==> src/common/spw_tx_pkg.sv <==
package spw_tx_pkg;

	// ------------------------------------------------------------
	// Host side types
	// ------------------------------------------------------------

	typedef logic [7:0] byte_t;

	// Flag on bit 8, with flag set bit 0 picks EOP or EEP
	typedef logic [8:0] nchar_t;

	// ------------------------------------------------------------
	// Character kinds and lengths
	// ------------------------------------------------------------

	typedef logic [2:0] char_kind_t;

	localparam char_kind_t KIND_NULL = 3'd0;
	localparam char_kind_t KIND_FCT  = 3'd1;
	localparam char_kind_t KIND_EOP  = 3'd2;
	localparam char_kind_t KIND_EEP  = 3'd3;
	localparam char_kind_t KIND_DATA = 3'd4;
	localparam char_kind_t KIND_TIME = 3'd5;

	typedef logic [3:0] bit_cnt_t;

	// Bits on the line, parity included
	localparam bit_cnt_t LEN_NULL = 4'd8;
	localparam bit_cnt_t LEN_FCT  = 4'd4;
	localparam bit_cnt_t LEN_EOP  = 4'd4;
	localparam bit_cnt_t LEN_DATA = 4'd10;
	localparam bit_cnt_t LEN_TIME = 4'd14;

	// ------------------------------------------------------------
	// Flow control
	// ------------------------------------------------------------

	typedef logic [5:0] credit_t;
	typedef logic [2:0] owed_t;

	// One FCT from the peer opens eight slots
	localparam credit_t CREDIT_STEP = 6'd8;

	typedef enum logic [1:0] {
		ST_IDLE,
		ST_NULL,
		ST_NULL_FCT,
		ST_RUN
	} link_state_t;

endpackage

==> src/common/char_if.sv <==
`timescale 1ns/1ns

interface char_if;

	import spw_tx_pkg::*;

	// Request side
	logic       start;
	char_kind_t kind;
	byte_t      payload;

	// Line side status
	logic       busy;
	logic       last;

	modport sched (
		output start,
		output kind,
		output payload,
		input  busy,
		input  last
	);

	modport ser (
		input  start,
		input  kind,
		input  payload,
		output busy,
		output last
	);

endinterface

==> src/credit_counter.sv <==
`timescale 1ns/1ns

module credit_counter #(
	parameter int CREDIT_MAX = 56,
	parameter int OWED_MAX   = 7
) (
	input  logic gotfct_tx,
	input  logic enable_tx,
	input  logic got_fct_i,
	input  logic rx_slot_free_i,
	input  logic fct_sent_i,
	input  logic nchar_sent_i,
	output logic has_credit_o,
	output logic fct_owed_o
);

	import spw_tx_pkg::*;

	credit_t credit_q;
	owed_t   owed_q;

	// One spare bit so the sum can pass the limit before clamping
	logic [$bits(credit_t):0] credit_sum;
	logic [$bits(owed_t):0]   owed_sum;

	logic credit_dec;
	logic owed_dec;

	assign credit_dec = nchar_sent_i && (credit_q != '0);
	assign owed_dec   = fct_sent_i && (owed_q != '0);

	always_comb
	begin
		credit_sum = {1'b0, credit_q};
		if (got_fct_i)
			credit_sum = credit_sum + {1'b0, CREDIT_STEP};
		credit_sum = credit_sum - {{$bits(credit_t){1'b0}}, credit_dec};

		owed_sum = {1'b0, owed_q} + {{$bits(owed_t){1'b0}}, rx_slot_free_i};
		owed_sum = owed_sum - {{$bits(owed_t){1'b0}}, owed_dec};
	end

	always_ff @(posedge gotfct_tx or negedge enable_tx)
	begin
		if (!enable_tx)
		begin
			credit_q <= '0;
			owed_q   <= '0;
		end
		else
		begin
			if (int'(credit_sum) > CREDIT_MAX)
				credit_q <= credit_t'(CREDIT_MAX);
			else
				credit_q <= credit_t'(credit_sum);

			if (int'(owed_sum) > OWED_MAX)
				owed_q <= owed_t'(OWED_MAX);
			else
				owed_q <= owed_t'(owed_sum);
		end
	end

	// Levels leave out the character finishing this cycle
	assign has_credit_o = credit_q > {{($bits(credit_t) - 1){1'b0}}, nchar_sent_i};
	assign fct_owed_o   = owed_q > {{($bits(owed_t) - 1){1'b0}}, fct_sent_i};

endmodule

==> src/char_scheduler.sv <==
`timescale 1ns/1ns

module char_scheduler (
	input  logic               gotfct_tx,
	input  logic               enable_tx,
	input  logic               send_null_i,
	input  logic               send_fct_i,
	input  logic               tx_write_i,
	input  spw_tx_pkg::nchar_t tx_data_i,
	input  logic               tick_in_i,
	input  spw_tx_pkg::byte_t  time_in_i,
	input  logic               has_credit_i,
	input  logic               fct_owed_i,
	output logic               fct_sent_o,
	output logic               nchar_sent_o,
	output logic               data_ready_o,
	output logic               time_ready_o,
	char_if.sched              ch
);

	import spw_tx_pkg::*;

	link_state_t state_q;
	link_state_t state_d;

	char_kind_t  kind_q;
	char_kind_t  kind_d;
	byte_t       payload_d;
	logic        start_d;

	logic        tick_q;
	byte_t       time_q;

	logic        boundary;
	logic        data_ok;

	assign boundary = !ch.busy || ch.last;

	// No data right after data, the host still shows the old byte
	assign data_ok = tx_write_i && has_credit_i && !nchar_sent_o;

	// ------------------------------------------------------------
	// Link FSM and character choice
	// ------------------------------------------------------------

	always_comb
	begin
		state_d   = state_q;
		start_d   = 1'b0;
		kind_d    = KIND_NULL;
		payload_d = '0;

		case (state_q)
			ST_IDLE:
			begin
				if (send_null_i)
					state_d = ST_NULL;
			end
			ST_NULL:
			begin
				if (boundary)
				begin
					start_d = 1'b1;
					if (send_fct_i)
						state_d = ST_NULL_FCT;
				end
			end
			ST_NULL_FCT:
			begin
				if (boundary)
				begin
					start_d = 1'b1;
					if (fct_owed_i)
						kind_d = KIND_FCT;
					if (has_credit_i)
						state_d = ST_RUN;
				end
			end
			ST_RUN:
			begin
				if (boundary)
				begin
					start_d = 1'b1;
					if (tick_q)
					begin
						kind_d    = KIND_TIME;
						payload_d = time_q;
					end
					else if (fct_owed_i)
						kind_d = KIND_FCT;
					else if (data_ok)
					begin
						payload_d = tx_data_i[7:0];
						if (!tx_data_i[8])
							kind_d = KIND_DATA;
						else if (tx_data_i[0])
							kind_d = KIND_EEP;
						else
							kind_d = KIND_EOP;
					end
				end
			end
			default:
				state_d = ST_IDLE;
		endcase
	end

	assign ch.start   = start_d;
	assign ch.kind    = kind_d;
	assign ch.payload = payload_d;

	always_ff @(posedge gotfct_tx or negedge enable_tx)
	begin
		if (!enable_tx)
		begin
			state_q <= ST_IDLE;
			kind_q  <= KIND_NULL;
			tick_q  <= 1'b0;
		end
		else
		begin
			state_q <= state_d;
			if (start_d)
				kind_q <= kind_d;
			if (tick_in_i)
				tick_q <= 1'b1;
			else if (start_d && kind_d == KIND_TIME)
				tick_q <= 1'b0;
		end
	end

	always_ff @(posedge gotfct_tx)
	begin
		if (tick_in_i)
			time_q <= time_in_i;
	end

	// Completion pulses on the final bit of the kind in flight
	assign fct_sent_o   = ch.last && kind_q == KIND_FCT;
	assign nchar_sent_o = ch.last && (kind_q == KIND_DATA || kind_q == KIND_EOP ||
	                                  kind_q == KIND_EEP);
	assign data_ready_o = nchar_sent_o;
	assign time_ready_o = ch.last && kind_q == KIND_TIME;

endmodule

==> src/char_encoder/char_serializer.sv <==
`timescale 1ns/1ns

module char_serializer (
	input  logic  gotfct_tx,
	input  logic  enable_tx,
	char_if.ser   ch,
	output logic  d_o,
	output logic  s_o
);

	import spw_tx_pkg::*;

	localparam logic [1:0] CODE_FCT = 2'b00;
	localparam logic [1:0] CODE_EOP = 2'b01;
	localparam logic [1:0] CODE_EEP = 2'b10;
	localparam logic [1:0] CODE_ESC = 2'b11;

	// Parity, flag, then two code bits in line order
	function automatic logic [3:0] ctrl_bits(input logic prev_par, input logic [1:0] code);
		ctrl_bits = {~(prev_par ^ 1'b1), 1'b1, code};
	endfunction

	// Parity, flag, then the byte LSB first
	function automatic logic [9:0] data_bits(input logic prev_par, input byte_t value);
		logic [9:0] bits;
		int         i;
		bits[9] = ~prev_par;
		bits[8] = 1'b0;
		for (i = 0; i < 8; i++)
			bits[7 - i] = value[i];
		return bits;
	endfunction

	logic [LEN_TIME-1:0] seq;
	logic [LEN_TIME-1:0] shift_q;
	bit_cnt_t            len;
	bit_cnt_t            cnt_q;
	logic                par_next;
	logic                prev_par_q;
	logic                busy_q;
	logic                d_q;
	logic                s_q;
	logic                adv;
	logic                d_next;

	// ------------------------------------------------------------
	// Character build
	// ------------------------------------------------------------

	always_comb
	begin
		seq      = '0;
		len      = LEN_NULL;
		par_next = 1'b0;

		case (ch.kind)
			KIND_FCT:
			begin
				seq[13:10] = ctrl_bits(prev_par_q, CODE_FCT);
				len        = LEN_FCT;
				par_next   = ^CODE_FCT;
			end
			KIND_EOP:
			begin
				seq[13:10] = ctrl_bits(prev_par_q, CODE_EOP);
				len        = LEN_EOP;
				par_next   = ^CODE_EOP;
			end
			KIND_EEP:
			begin
				seq[13:10] = ctrl_bits(prev_par_q, CODE_EEP);
				len        = LEN_EOP;
				par_next   = ^CODE_EEP;
			end
			KIND_DATA:
			begin
				seq[13:4] = data_bits(prev_par_q, ch.payload);
				len       = LEN_DATA;
				par_next  = ^ch.payload;
			end
			KIND_TIME:
			begin
				// Inner parity covers the ESC code bits
				seq[13:10] = ctrl_bits(prev_par_q, CODE_ESC);
				seq[9:0]   = data_bits(^CODE_ESC, ch.payload);
				len        = LEN_TIME;
				par_next   = ^ch.payload;
			end
			default:
			begin
				seq[13:10] = ctrl_bits(prev_par_q, CODE_ESC);
				seq[9:6]   = ctrl_bits(^CODE_ESC, CODE_FCT);
				len        = LEN_NULL;
				par_next   = ^CODE_FCT;
			end
		endcase
	end

	// ------------------------------------------------------------
	// Shifter and DS lines
	// ------------------------------------------------------------

	assign adv    = busy_q && cnt_q != '0;
	assign d_next = ch.start ? seq[LEN_TIME-1] : shift_q[LEN_TIME-1];

	always_ff @(posedge gotfct_tx or negedge enable_tx)
	begin
		if (!enable_tx)
		begin
			busy_q     <= 1'b0;
			cnt_q      <= '0;
			prev_par_q <= 1'b0;
			d_q        <= 1'b0;
			s_q        <= 1'b0;
		end
		else
		begin
			if (ch.start)
			begin
				busy_q     <= 1'b1;
				cnt_q      <= len - 4'd1;
				prev_par_q <= par_next;
			end
			else if (adv)
				cnt_q <= cnt_q - 4'd1;
			else
				busy_q <= 1'b0;

			if (ch.start || adv)
			begin
				d_q <= d_next;
				// Strobe flips when data repeats
				if (d_next == d_q)
					s_q <= ~s_q;
			end
		end
	end

	always_ff @(posedge gotfct_tx)
	begin
		if (ch.start)
			shift_q <= seq << 1;
		else if (adv)
			shift_q <= shift_q << 1;
	end

	assign ch.busy = busy_q;
	assign ch.last = busy_q && cnt_q == '0;
	assign d_o     = d_q;
	assign s_o     = s_q;

endmodule

==> src/spw_tx.sv <==
`timescale 1ns/1ns

module spw_tx #(
	parameter int CREDIT_MAX = 56,
	parameter int OWED_MAX   = 7
) (
	input  logic                gotfct_tx,
	input  logic                enable_tx,
	input  logic                send_null_i,
	input  logic                send_fct_i,
	input  logic                tx_write_i,
	input  spw_tx_pkg::nchar_t  tx_data_i,
	input  logic                tick_in_i,
	input  spw_tx_pkg::byte_t   time_in_i,
	input  logic                got_fct_i,
	input  logic                rx_slot_free_i,
	output logic                d_o,
	output logic                s_o,
	output logic                data_ready_o,
	output logic                time_ready_o
);

	logic has_credit;
	logic fct_owed;
	logic fct_sent;
	logic nchar_sent;

	char_if ch ();

	credit_counter #(
		.CREDIT_MAX (CREDIT_MAX),
		.OWED_MAX   (OWED_MAX)
	) u_credit (
		.gotfct_tx      (gotfct_tx),
		.enable_tx      (enable_tx),
		.got_fct_i      (got_fct_i),
		.rx_slot_free_i (rx_slot_free_i),
		.fct_sent_i     (fct_sent),
		.nchar_sent_i   (nchar_sent),
		.has_credit_o   (has_credit),
		.fct_owed_o     (fct_owed)
	);

	char_scheduler u_sched (
		.gotfct_tx    (gotfct_tx),
		.enable_tx    (enable_tx),
		.send_null_i  (send_null_i),
		.send_fct_i   (send_fct_i),
		.tx_write_i   (tx_write_i),
		.tx_data_i    (tx_data_i),
		.tick_in_i    (tick_in_i),
		.time_in_i    (time_in_i),
		.has_credit_i (has_credit),
		.fct_owed_i   (fct_owed),
		.fct_sent_o   (fct_sent),
		.nchar_sent_o (nchar_sent),
		.data_ready_o (data_ready_o),
		.time_ready_o (time_ready_o),
		.ch           (ch.sched)
	);

	char_serializer u_ser (
		.gotfct_tx (gotfct_tx),
		.enable_tx (enable_tx),
		.ch        (ch.ser),
		.d_o       (d_o),
		.s_o       (s_o)
	);

endmodule

==> config.mk <==
export PLATFORM = sky130hd
export DESIGN_NAME = spw_tx
export DESIGN_NICKNAME = d
export VERILOG_FILES = /design/src/common/spw_tx_pkg.sv /design/src/common/char_if.sv /design/src/credit_counter.sv /design/src/char_scheduler.sv /design/src/char_encoder/char_serializer.sv /design/src/spw_tx.sv
export SDC_FILE = /design/constraint.sdc
export NUM_CORES = 1
export LEC_CHECK = 0
export ABC_AREA = 1
export BUFFER_PORTS_ARGS = -buffer_cell sky130_fd_sc_hd__buf_4
export CAP_MARGIN = 10
export CORE_UTILIZATION = 39
export DETAILED_ROUTE_END_ITERATION = 8
export GPL_TIMING_DRIVEN = 0
export PLACE_DENSITY = 0.65
export SLEW_MARGIN = 20
export SYNTH_ARGS = -nofsm -noshare
export SYNTH_HDL_FRONTEND = slang
export SYNTH_SLANG_ARGS = --single-unit
==> constraint.sdc <==
create_clock -name gotfct_tx -period 2.6 [get_ports gotfct_tx]
set_input_delay 0.78 -clock gotfct_tx [delete_from_list [all_inputs] [get_ports gotfct_tx]]
set_output_delay 0.78 -clock gotfct_tx [all_outputs]
set_load 0.03 [all_outputs]
### After elaboration in Yosys (flattened, before gate mapping)

Cells that the tools add are included.

| operators by class | value |
|---|---|
| muxes and demuxes | 40 |
| div/mod/pow operators | 0 |
| bitwise operators | 2 |
| shift operators | 0 |
| $mul | 0 |
| equal/unequal tests | 20 |
| add/subtract/negate cells | 6 |
| reductions and logical operators | 31 |
| magnitude comparators | 4 |

Operator list:

| kind | count |
|---|---|
| 8-bit two-way mux | 5 |
| 14-bit two-way mux | 2 |
| 4-bit one-hot mux with 3 select lines | 2 |
| 3-bit two-way mux | 7 |
| 4-bit one-hot mux with 4 select lines | 1 |
| 3-bit by 2-bit == test with 1-bit output (second input constant) | 4 |
| 3-bit == test (second input constant) | 4 |
| 4-bit two-way mux | 3 |
| 1-bit logical AND | 10 |
| 2-bit two-way mux | 5 |
| 1-bit two-way mux | 9 |
| 8-bit parity | 1 |
| 4-bit by 1-bit subtractor with 4-bit output (second input constant) | 2 |
| 6-bit by 4-bit adder with 7-bit output (second input constant) | 1 |
| 7-bit by 6-bit > comparator with 1-bit output (second input constant) | 1 |
| 7-bit two-way mux | 1 |
| 7-bit by 1-bit subtractor with 7-bit output | 1 |
| 3-bit by 1-bit == test with 1-bit output (second input constant) | 2 |
| 6-bit by 1-bit > comparator with 1-bit output | 1 |
| 6-bit two-way mux | 1 |
| 2-bit by 1-bit inequality test with 1-bit output (second input constant) | 3 |
| 2-bit inequality test (second input constant) | 3 |
| 2-bit one-hot mux with 3 select lines | 1 |
| 3-bit one-hot mux with 2 select lines | 1 |
| other kinds (22) | 32 |

| storage, ports and cells | value |
|---|---|
| output and inout bits | 4 |
| word-level logic and storage cells | 115 |
| bits in registers | 44 |
| bits in read-only memories | 0 |
| latch bits | 0 |
| memories | 0 |
| memory bits (writable) | 0 |

### Logic depth before layout (Yosys ltp)

Gate-level depths: netlist (run 1).

| logic depth | value |
|---|---|
| word-level depth | 17 |
| mapped depth | 23 |
| depth with buffers taken out | 23 |

### Hierarchy

Synthesis (run 1) repeated with hierarchy kept, for this count alone.

| second synthesis, totals | value |
|---|---|
| cell total of the unflattened synthesis | 388 |
| area total of the unflattened synthesis | 2951.6 µm² |

Modules (own cells, without submodules):

| module | area each (µm²) | seq. area each (µm²) | cells each | instances |
|---|---|---|---|---|
| char_serializer | 1263.7 | 590.6 | 168 | 1 |
| char_scheduler | 854.6 | 390.4 | 107 | 1 |
| credit_counter | 833.3 | 225.2 | 113 | 1 |

### Worst setup path after synthesis (run 1)

OpenSTA, ideal clock, no wires.

| timing path | value |
|---|---|
| path kind | register to register |
| start point | reg u_ser.cnt_q[2] |
| end point | reg u_ser.cnt_q[2] |
| required time | 2.517 ns |
| setup slack | -0.167 ns |
| data arrival time | 2.684 ns |
| period minus slack after synthesis | 2.767 ns |
| cell stages (with the launch flop) | 18 |
| cell sequence | dfrtp_1 > nor2_1 > nand3_2 > nor2_4 > ha_1 > nor2_1 > nor2_1 > nand2_4 > nand2_4 > nor2_8 > nand3_4 > a21oi_4 > nand2_2 > nand2_1 > inv_1 > ha_1 > xor2_1 > o21ai_0 |

| on the way | value |
|---|---|
| longest elaborated chain between the ends | 16 |

RTL lines:

| item | RTL line | text |
|---|---|---|
| start, declared | char_serializer.sv:37 | `bit_cnt_t cnt_q;` |
| start signal, assigned | char_serializer.sv:121 | `cnt_q <= len - 4'd1;` |
| start signal, assigned | char_serializer.sv:125 | `cnt_q <= cnt_q - 4'd1;` |
| 4-bit zero test * | char_serializer.sv:148 | `assign ch.last = busy_q && cnt_q == '0;` |
| 1-bit logical AND * | char_serializer.sv:148 |  |
| 1-bit logical AND * | char_scheduler.sv:140 | `assign nchar_sent_o = ch.last && (kind_q == KIND_DATA \|\| kind_q == KIND_EOP \|\|` |
| named net data_ready_o | spw_tx.sv:19 | `output logic data_ready_o,` |
| 6-bit by 1-bit > comparator with 1-bit output | credit_counter.sv:65 | `assign has_credit_o = credit_q > {{($bits(credit_t) - 1){1'b0}}, nchar_sent_i};` |
| 1-bit logical AND | char_scheduler.sv:40 | `assign data_ok = tx_write_i && has_credit_i && !nchar_sent_o;` |
| 1-bit logical AND * | char_scheduler.sv:40 |  |
| 3-bit two-way mux * | char_scheduler.sv:91 | `else if (data_ok)` |
| 3-bit two-way mux * | char_scheduler.sv:89 | `else if (fct_owed_i)` |
| 3-bit two-way mux * | char_scheduler.sv:84 | `if (tick_q)` |
| 3-bit two-way mux * | char_scheduler.sv:81 | `if (boundary)` |
| 3-bit one-hot mux with 2 select lines * | char_scheduler.sv:53 | `case (state_q)` |
| 3-bit by 1-bit == test with 1-bit output or 3-bit by 2-bit == test with 1-bit output (tied branches) | char_serializer.sv:56 | `case (ch.kind)` |
| 3-bit OR reduction (no source line) | - |  |
| 4-bit one-hot mux with 3 select lines * | char_serializer.sv:56 |  |
| 4-bit by 1-bit subtractor with 4-bit output * | char_serializer.sv:121 |  |
| 4-bit two-way mux * | char_serializer.sv:118 | `if (ch.start)` |

Mark *: on every way through the listed nets, which the timed path passes. The rest lies on a longest branch. The select of a mux whose other input is x is not followed.
A chain may end at the register's enable or synchronous reset.

### Worst setup path in the final report (run 1)

| timing path | value |
|---|---|
| start point | reg u_ser.cnt_q[0] |
| end point | reg u_ser.shift_q[9], data pin |

| on the way | value |
|---|---|
| longest elaborated chain between the ends | 15 |

RTL lines:

| item | RTL line | text |
|---|---|---|
| 4-bit zero test * | char_serializer.sv:148 |  |
| 1-bit logical AND * | char_serializer.sv:148 |  |
| 1-bit logical AND | char_scheduler.sv:140 |  |
| 6-bit by 1-bit > comparator with 1-bit output | credit_counter.sv:65 |  |
| 1-bit logical AND (2 in series) | char_scheduler.sv:40 |  |
| 3-bit two-way mux | char_scheduler.sv:91 |  |
| 3-bit two-way mux | char_scheduler.sv:89 |  |
| 3-bit two-way mux | char_scheduler.sv:84 |  |
| 3-bit two-way mux | char_scheduler.sv:81 |  |
| 3-bit one-hot mux with 2 select lines | char_scheduler.sv:53 |  |
| 3-bit by 1-bit == test with 1-bit output or 3-bit by 2-bit == test with 1-bit output (tied branches) | char_serializer.sv:56 |  |
| 3-bit OR reduction (no source line) | - |  |
| 4-bit one-hot mux with 3 select lines | char_serializer.sv:56 |  |
| 14-bit two-way mux * | char_serializer.sv:141 | `if (ch.start)` |
| end signal, assigned | char_serializer.sv:142 | `shift_q <= seq << 1;` |
| end signal, assigned | char_serializer.sv:144 | `shift_q <= shift_q << 1;` |
| end, declared | char_serializer.sv:35 | `logic [LEN_TIME-1:0] shift_q;` |

Every way passes the cells marked *; elsewhere a longest branch is shown, timed or not.

==> flow_summary.json, run 1 <==
{
  "status": "finished, violations left",
  "violations": "negative setup slack",
  "clkTransAtPathRegs_ps": 90,
  "critPathSlowestCell": "dfrtp_2",
  "overflow": 0,
  "seq_area_frac_synth_pct": 41.5,
  "cp-end-kind": "flip-flop",
  "antenna_found_initial": 0,
  "cp_num_cells": 15,
  "path_buf_inv": 2,
  "final_hold_viol_count": 0,
  "row_count": 31,
  "p_leak_nw": 1.83,
  "synth_edf_count": 21,
  "fmax_ghz": 0.373,
  "synth.largest_area_cell": "edfxtp_1",
  "cp_max_fo": 6,
  "ys_async_sr_fraction_pct": 52.3,
  "clock_sinks": 44,
  "postSynthRegisterBits": 44,
  "crit_required_ps": 2670,
  "die_w_um": 88.3,
  "grtUsageTotal_pct": 16.4,
  "ys_warn_count": 0,
  "cp.arrival_ps": 2750,
  "io_buffers": 28,
  "ir_worst_vdd_uv": 471,
  "cts_buffer_depth": 2,
  "drc": 0,
  "yosys-top-cells-area": "edfxtp_1, dfrtp_1, nand2_1",
  "rsz0062_at_grt": "true",
  "ios": 29,
  "via_count": 2566,
  "antenna_left": 0,
  "syn_inst": 370,
  "vias_per_cell": 4.86,
  "syn_nets": 412,
  "power_density_nw_per_um2": 844,
  "grt_max_degree": 24,
  "synth.top_cell.area_share_pct": 21.7,
  "max_stage_delay_ps": 440,
  "drive_gt1_share_pct": 33.6,
  "max-cap-violations": 0,
  "start_kind": "flip-flop",
  "synth_ff_type": "dfrtp_1",
  "globalplace.congestion": 0.820,
  "holdWs_ps": 358,
  "clk_latency_ps": 310,
  "firstDrtPassIters": 4,
  "path_class": "reg2reg",
  "wl_per_cell_um": 12.5,
  "total_power_mw": 3.24,
  "setup_slack_ps": -77.6,
  "first_iter_violations": 172,
  "htreeDepth": 2,
  "dieArea_um2": 7800,
  "worstMarginPinSlew_ps": 692,
  "yosysMostFrequentCell": "nand2_1",
  "post-place-ws_ps": -258,
  "synth_cell_type_count": 38,
  "initial_core_util_pct": 40.3,
  "cts_tree": "done",
  "path_common_cell": "nor2_4",
  "dp_cells": 497,
  "grt_pass1_vias": 2159,
  "skew_ps": 6.38,
  "path_cells": "nor2_4, nand3_4, nor2_4, ha_4, nor2_4, nor2_4, nand2_4, nand2_4, nor2_8, nand3_4, a21oi_4, buf_12, buf_4, a21oi_2, mux2_4",
  "die_h_um": 88.3,
  "setup_violations": 8,
  "cts-root-buf": "clkbuf_8",
  "relSlewSlack_pct": 53.8,
  "hpwl_um": 4470,
  "fin_crit_sh_pct": 103,
  "cts_hold_buf": 0,
  "fin_cells": 528,
  "crit_family": "simple AND/OR/NAND/NOR gates",
  "synth.avg_cell_area_um2": 7.85,
  "numCtsBuffers": 5,
  "n_antenna_cell": 0,
  "syn_to_final_growth_pct": 32.0,
  "yosys-top-cells-count": "nand2_1, inv_1, nor2_1",
  "drv_slew": 0,
  "wirelength_um": 6600,
  "syn_area_um2": 2910,
  "hp-class": "in2async",
  "fin_nets": 470,
  "rr_worst_depth": 15,
  "min_period_ps": 2680,
  "core_area_um2": 7210,
  "timing.setup.tns_ps": -212,
  "grt_pass1_wl_um": 9860
}
worst paths after layout:
check / slack, ps / start / to
max: -80 / u_ser.cnt_q[0]$_DFFE_PN0P_ / u_ser.shift_q[9]$_DFFE_PP_
min: 360 / enable_tx / u_ser.prev_par_q$_DFFE_PN0P_
min reg2reg: 510 / u_ser.s_o$_DFFE_PN0P_ / u_ser.s_o$_DFFE_PN0P_
min in group gotfct_tx: 510 / u_ser.s_o$_DFFE_PN0P_ / u_ser.s_o$_DFFE_PN0P_
max in group asynchronous: 1980 / enable_tx / u_ser.cnt_q[0]$_DFFE_PN0P_
max reg2reg: -80 / u_ser.cnt_q[0]$_DFFE_PN0P_ / u_ser.shift_q[9]$_DFFE_PP_
registers in the layout, indices dropped and copies added, names as in the netlist:
register,cells
u_ser.shift_q,13
u_sched.time_q,8
u_credit.credit_q,6
u_ser.cnt_q,4
u_credit.owed_q,3
u_sched.kind_q,3
u_sched.state_q,2
u_sched.tick_q,1
u_ser.ch.busy,1
u_ser.d_o,1
u_ser.prev_par_q,1
u_ser.s_o,1
power by group:
group	switching (mW)	total, mW	internal, mW
clock network	0.246	0.532	0.285
logic	0.895	1.56	0.661
registers	0.169	1.15	0.979
total	1.31	3.24	1.93
final cells by class:
class | count | area (um^2)
Timing Repair Buffer | 51 | 415
Inverter | 54 | 203
Clock inverter | 2 | 35.0
Fill cell | 672 | 3380
Buffer | 5 | 25.0
Clock buffer | 6 | 72.6
Sequential cell | 44 | 1210
Multi-Input combinational cell | 267 | 1750
Tap cell | 99 | 124
cell families (layout without fill, tap and decap cells):
logic type / Yosys count / after routing / share of synthesized area, %
compound gates: 43 / 43 / 9.09
mux: 1 / 1 / 0.388
fa+ha+maj: 17 / 17 / 7.58
simple gates: 197 / 197 / 30.9
flops: 44 / 44 / 41.5
xor+xnor: 9 / 9 / 2.71
buf+inv: 59 / 118 / 7.84
cell usage in the layout (no fill, tap or decap), drive strengths merged:
cell,count
nand2,126
inv,54
buf,54
nor2,36
nand3,25
dfrtp,23
edfxtp,21
o21ai,19
ha,16
a21oi,10
clkbuf,8
xor2,7
o22ai,5
nor3,4
nand4,3
or2,2
o211ai,2
a31oi,2
xnor2,2
o21bai,2
mux2,1
or3,1
o21a,1
o31a,1
a311o,1
fa,1
clkinv,1
bufinv,1
routing by layer:
| metal | vias up | global-route usage [%] | routed length, um |
|---|---|---|---|
| met4 | 0 | 6.01 | 140 |
| met2 | 45 | 26.2 | 3320 |
| li1 | 1299 | - | - |
| met5 | - | 0 | 0 |
| met3 | 13 | 3.08 | 184 |
| met1 | 1209 | 22.1 | 2950 |
repair_timing:
| item | in CTS | in global routing |
|---|---|---|
| resized for setup | 2 | 64 |
| endpoints found under the setup margin | 19 | 21 |
| setup buffers | 2 | 21 |
| gates cloned | 0 | 0 |
| pin swaps | 3 | 38 |
per-stage QoR:
step,cell area (um^2),utilization [%]
after floorplan,2940,-
after global placement,3270,45.4
after detailed placement,3270,45.4
after CTS,3420,47.4
after global routing,3830,53.1
final,3830,53.1
Note: power is estimated with default switching activity, not from simulation.
==> run 2, diff against run 1 <==
--- a/config.mk
+++ b/config.mk
@@ -11,7 +11,7 @@
 export CORE_UTILIZATION = 39
 export DETAILED_ROUTE_END_ITERATION = 8
 export GPL_TIMING_DRIVEN = 0
-export PLACE_DENSITY = 0.65
+export PLACE_DENSITY = 0.63
 export SLEW_MARGIN = 20
 export SYNTH_ARGS = -nofsm -noshare
 export SYNTH_HDL_FRONTEND = slang
==> constraint.sdc (replaced) <==
create_clock -name gotfct_tx -period 2.7 [get_ports gotfct_tx]
set_input_delay 0.81 -clock gotfct_tx [delete_from_list [all_inputs] [get_ports gotfct_tx]]
set_output_delay 0.81 -clock gotfct_tx [all_outputs]
set_load 0.03 [all_outputs]
==> run 2 against run 1 <==
The run now ends clean. Sequential share of layout area is 1.5 points higher. Global-route usage about the same. Setup slack better by 180 ps. Hold slack gained 42 ps. Critical path type unchanged. Critical endpoint is now u_ser.s_o$_DFFE_PN0P_. Highest routed layer unchanged.
==> flow_summary.json, run 2 (synthesized netlist as in run 1, its figures left out) <==
{
  "status": "completed",
  "drc": 0,
  "placed_area_um2": 3250,
  "via_count": 2472,
  "cp_max_fo": 8,
  "wl_per_cell_um": 11.6,
  "start_kind": "flip-flop",
  "row_count": 31,
  "max-cap-violations": 0,
  "clock_sinks": 44,
  "multi_input_area_um2": 1650,
  "overflow": 0,
  "largest_reg_flops": 13,
  "grt_pass1_vias": 2267,
  "grt_pass1_wl_um": 10000,
  "syn_to_final_growth_pct": 26.2,
  "r2r_slack_ps": 100,
  "fmax_ghz": 0.385,
  "numCtsBuffers": 5,
  "cp.arrival_ps": 2780,
  "regArea_um2": 1210,
  "r2r-end": "u_ser.s_o$_DFFE_PN0P_",
  "ir_worst_vdd_uv": 357,
  "skew_ps": 12.0,
  "die_w_um": 88.3,
  "power_density_nw_per_um2": 810,
  "antenna_found_initial": 0,
  "htreeDepth": 2,
  "core_area_um2": 7210,
  "rsz0062_at_grt": "true",
  "drv_slew": 0,
  "clk_latency_ps": 300,
  "p_leak_nw": 1.77,
  "initial_core_util_pct": 40.3,
  "post-place-ws_ps": -202,
  "worstMarginPinSlew_ps": 701,
  "rr_worst_depth": 19,
  "crit_required_ps": 2880,
  "cts_buffer_depth": 2,
  "dieArea_um2": 7800,
  "grt_max_degree": 24,
  "wirelength_um": 6040,
  "reg2reg_from": "u_ser.cnt_q[0]$_DFFE_PN0P_",
  "clkTransAtPathRegs_ps": 80,
  "die_h_um": 88.3,
  "hpwl_um": 4490,
  "vias_per_cell": 4.75,
  "n_fill_cell": 722,
  "final_cell_mix": "nand2_1, inv_1, buf_4",
  "antenna_left": 0,
  "cts-root-buf": "clkbuf_8",
  "final_cell_area_um2": 3670,
  "relSlewSlack_pct": 53.2,
  "io_buffers": 28,
  "path_class": "reg2reg",
  "n_antenna_cell": 0,
  "setup_slack_ps": 100,
  "fin_nets": 462,
  "min_period_ps": 2600,
  "top_regs": "u_ser.shift_q (13), u_sched.time_q (8), u_credit.credit_q (6)",
  "firstDrtPassIters": 4,
  "grtUsageTotal_pct": 16.4,
  "cp-end-kind": "flip-flop",
  "first_iter_violations": 122,
  "cts_tree": "done",
  "drive_gt1_share_pct": 27.1,
  "final_hold_viol_count": 0,
  "cts_hold_buf": 0,
  "hp-class": "in2async",
  "fin_crit_sh_pct": 96.3,
  "final_common_cell": "nand2_1",
  "top_register": "u_ser.shift_q",
  "setup_violations": 0,
  "ios": 29,
  "post-route-util_pct": 50.8,
  "globalplace.congestion": 0.819
}
## run 2: changes by cell type in the layout (fill, tap and decap cells not counted), sizes merged
cell | before | now
buf | 54 | 46
clkbuf | 8 | 9
clkinv | 1 | 0
## run 2: area by class of cell
type	count	share of cell area, %
Multi-Input combinational cell	267	45.0
Tap cell	99	3.38
Timing Repair Buffer	43	9.59
Buffer	5	0.682
Clock inverter	1	0.819
Sequential cell	44	33.0
Inverter	54	5.53
Clock buffer	7	2.08
## run 2: how the worst max path moves through the flow
stage	start	endpoint	depth (start not counted)
after detailed placement	u_ser.cnt_q[0]$_DFFE_PN0P_	u_ser.cnt_q[2]$_DFFE_PN0P_	17
after CTS	u_ser.cnt_q[0]$_DFFE_PN0P_	u_ser.cnt_q[1]$_DFFE_PN0P_	16
after global placement	u_ser.cnt_q[0]$_DFFE_PN0P_	u_ser.cnt_q[2]$_DFFE_PN0P_	17
after floorplan	u_ser.cnt_q[0]$_DFFE_PN0P_	u_ser.cnt_q[2]$_DFFE_PN0P_	17
final	u_ser.cnt_q[0]$_DFFE_PN0P_	u_ser.s_o$_DFFE_PN0P_	19
after global routing	u_ser.cnt_q[0]$_DFFE_PN0P_	u_ser.s_o$_DFFE_PN0P_	19
## run 2: critical path, cell delays in order (launching register included)
cell     delay, ps
dfrtp_2        440
nor2_4         140
nand3_4        120
nor3_4         280
ha_4           250
nand3_4         80
nand2_4         80
buf_6          140
inv_2           40
a21oi_2         30
o21ai_2        190
nand2_4        120
nand2_4        120
nand2_2         60
nand3_2         70
nand2_2         70
nand2_2         70
nand3_2         50
nand2_1         90
nand2_1         40
## run 2: stage by stage
stage                     cells  TNS [ps]  power [mW]  hold WS [ps]
after global placement      497      -779        2.25           483
after floorplan             370         0        2.01           471
after detailed placement    497     -1200        2.30           490
final                       520         0        2.97           400
after CTS                   508         0        2.81           408
after global routing        520      -128        3.23           417
## run 2: metal layers
| metal | vias to the layer above | part of all wire [%] | global-route usage, % | wire length (um) |
|---|---|---|---|---|
| li1 | 1288 | - | - | - |
| met3 | 7 | 2.1 | 3.08 | 128 |
| met2 | 32 | 47 | 26.9 | 2820 |
| met5 | - | 0 | 0 | 0 |
| met1 | 1145 | 50 | 22.2 | 2990 |
| met4 | 0 | 1.7 | 4.40 | 101 |
## run 2: power breakdown
group	internal (mW)	total (mW)	switching [mW]
clock	0.277	0.496	0.219
sequential	0.945	1.10	0.153
combinational	0.566	1.37	0.809
## run 2: repair_timing
action                     4_1_cts  5_1_grt
pin swaps                        2       27
setup endpoints to repair       13       17
resized for setup                2       43
buffers inserted                 3       12
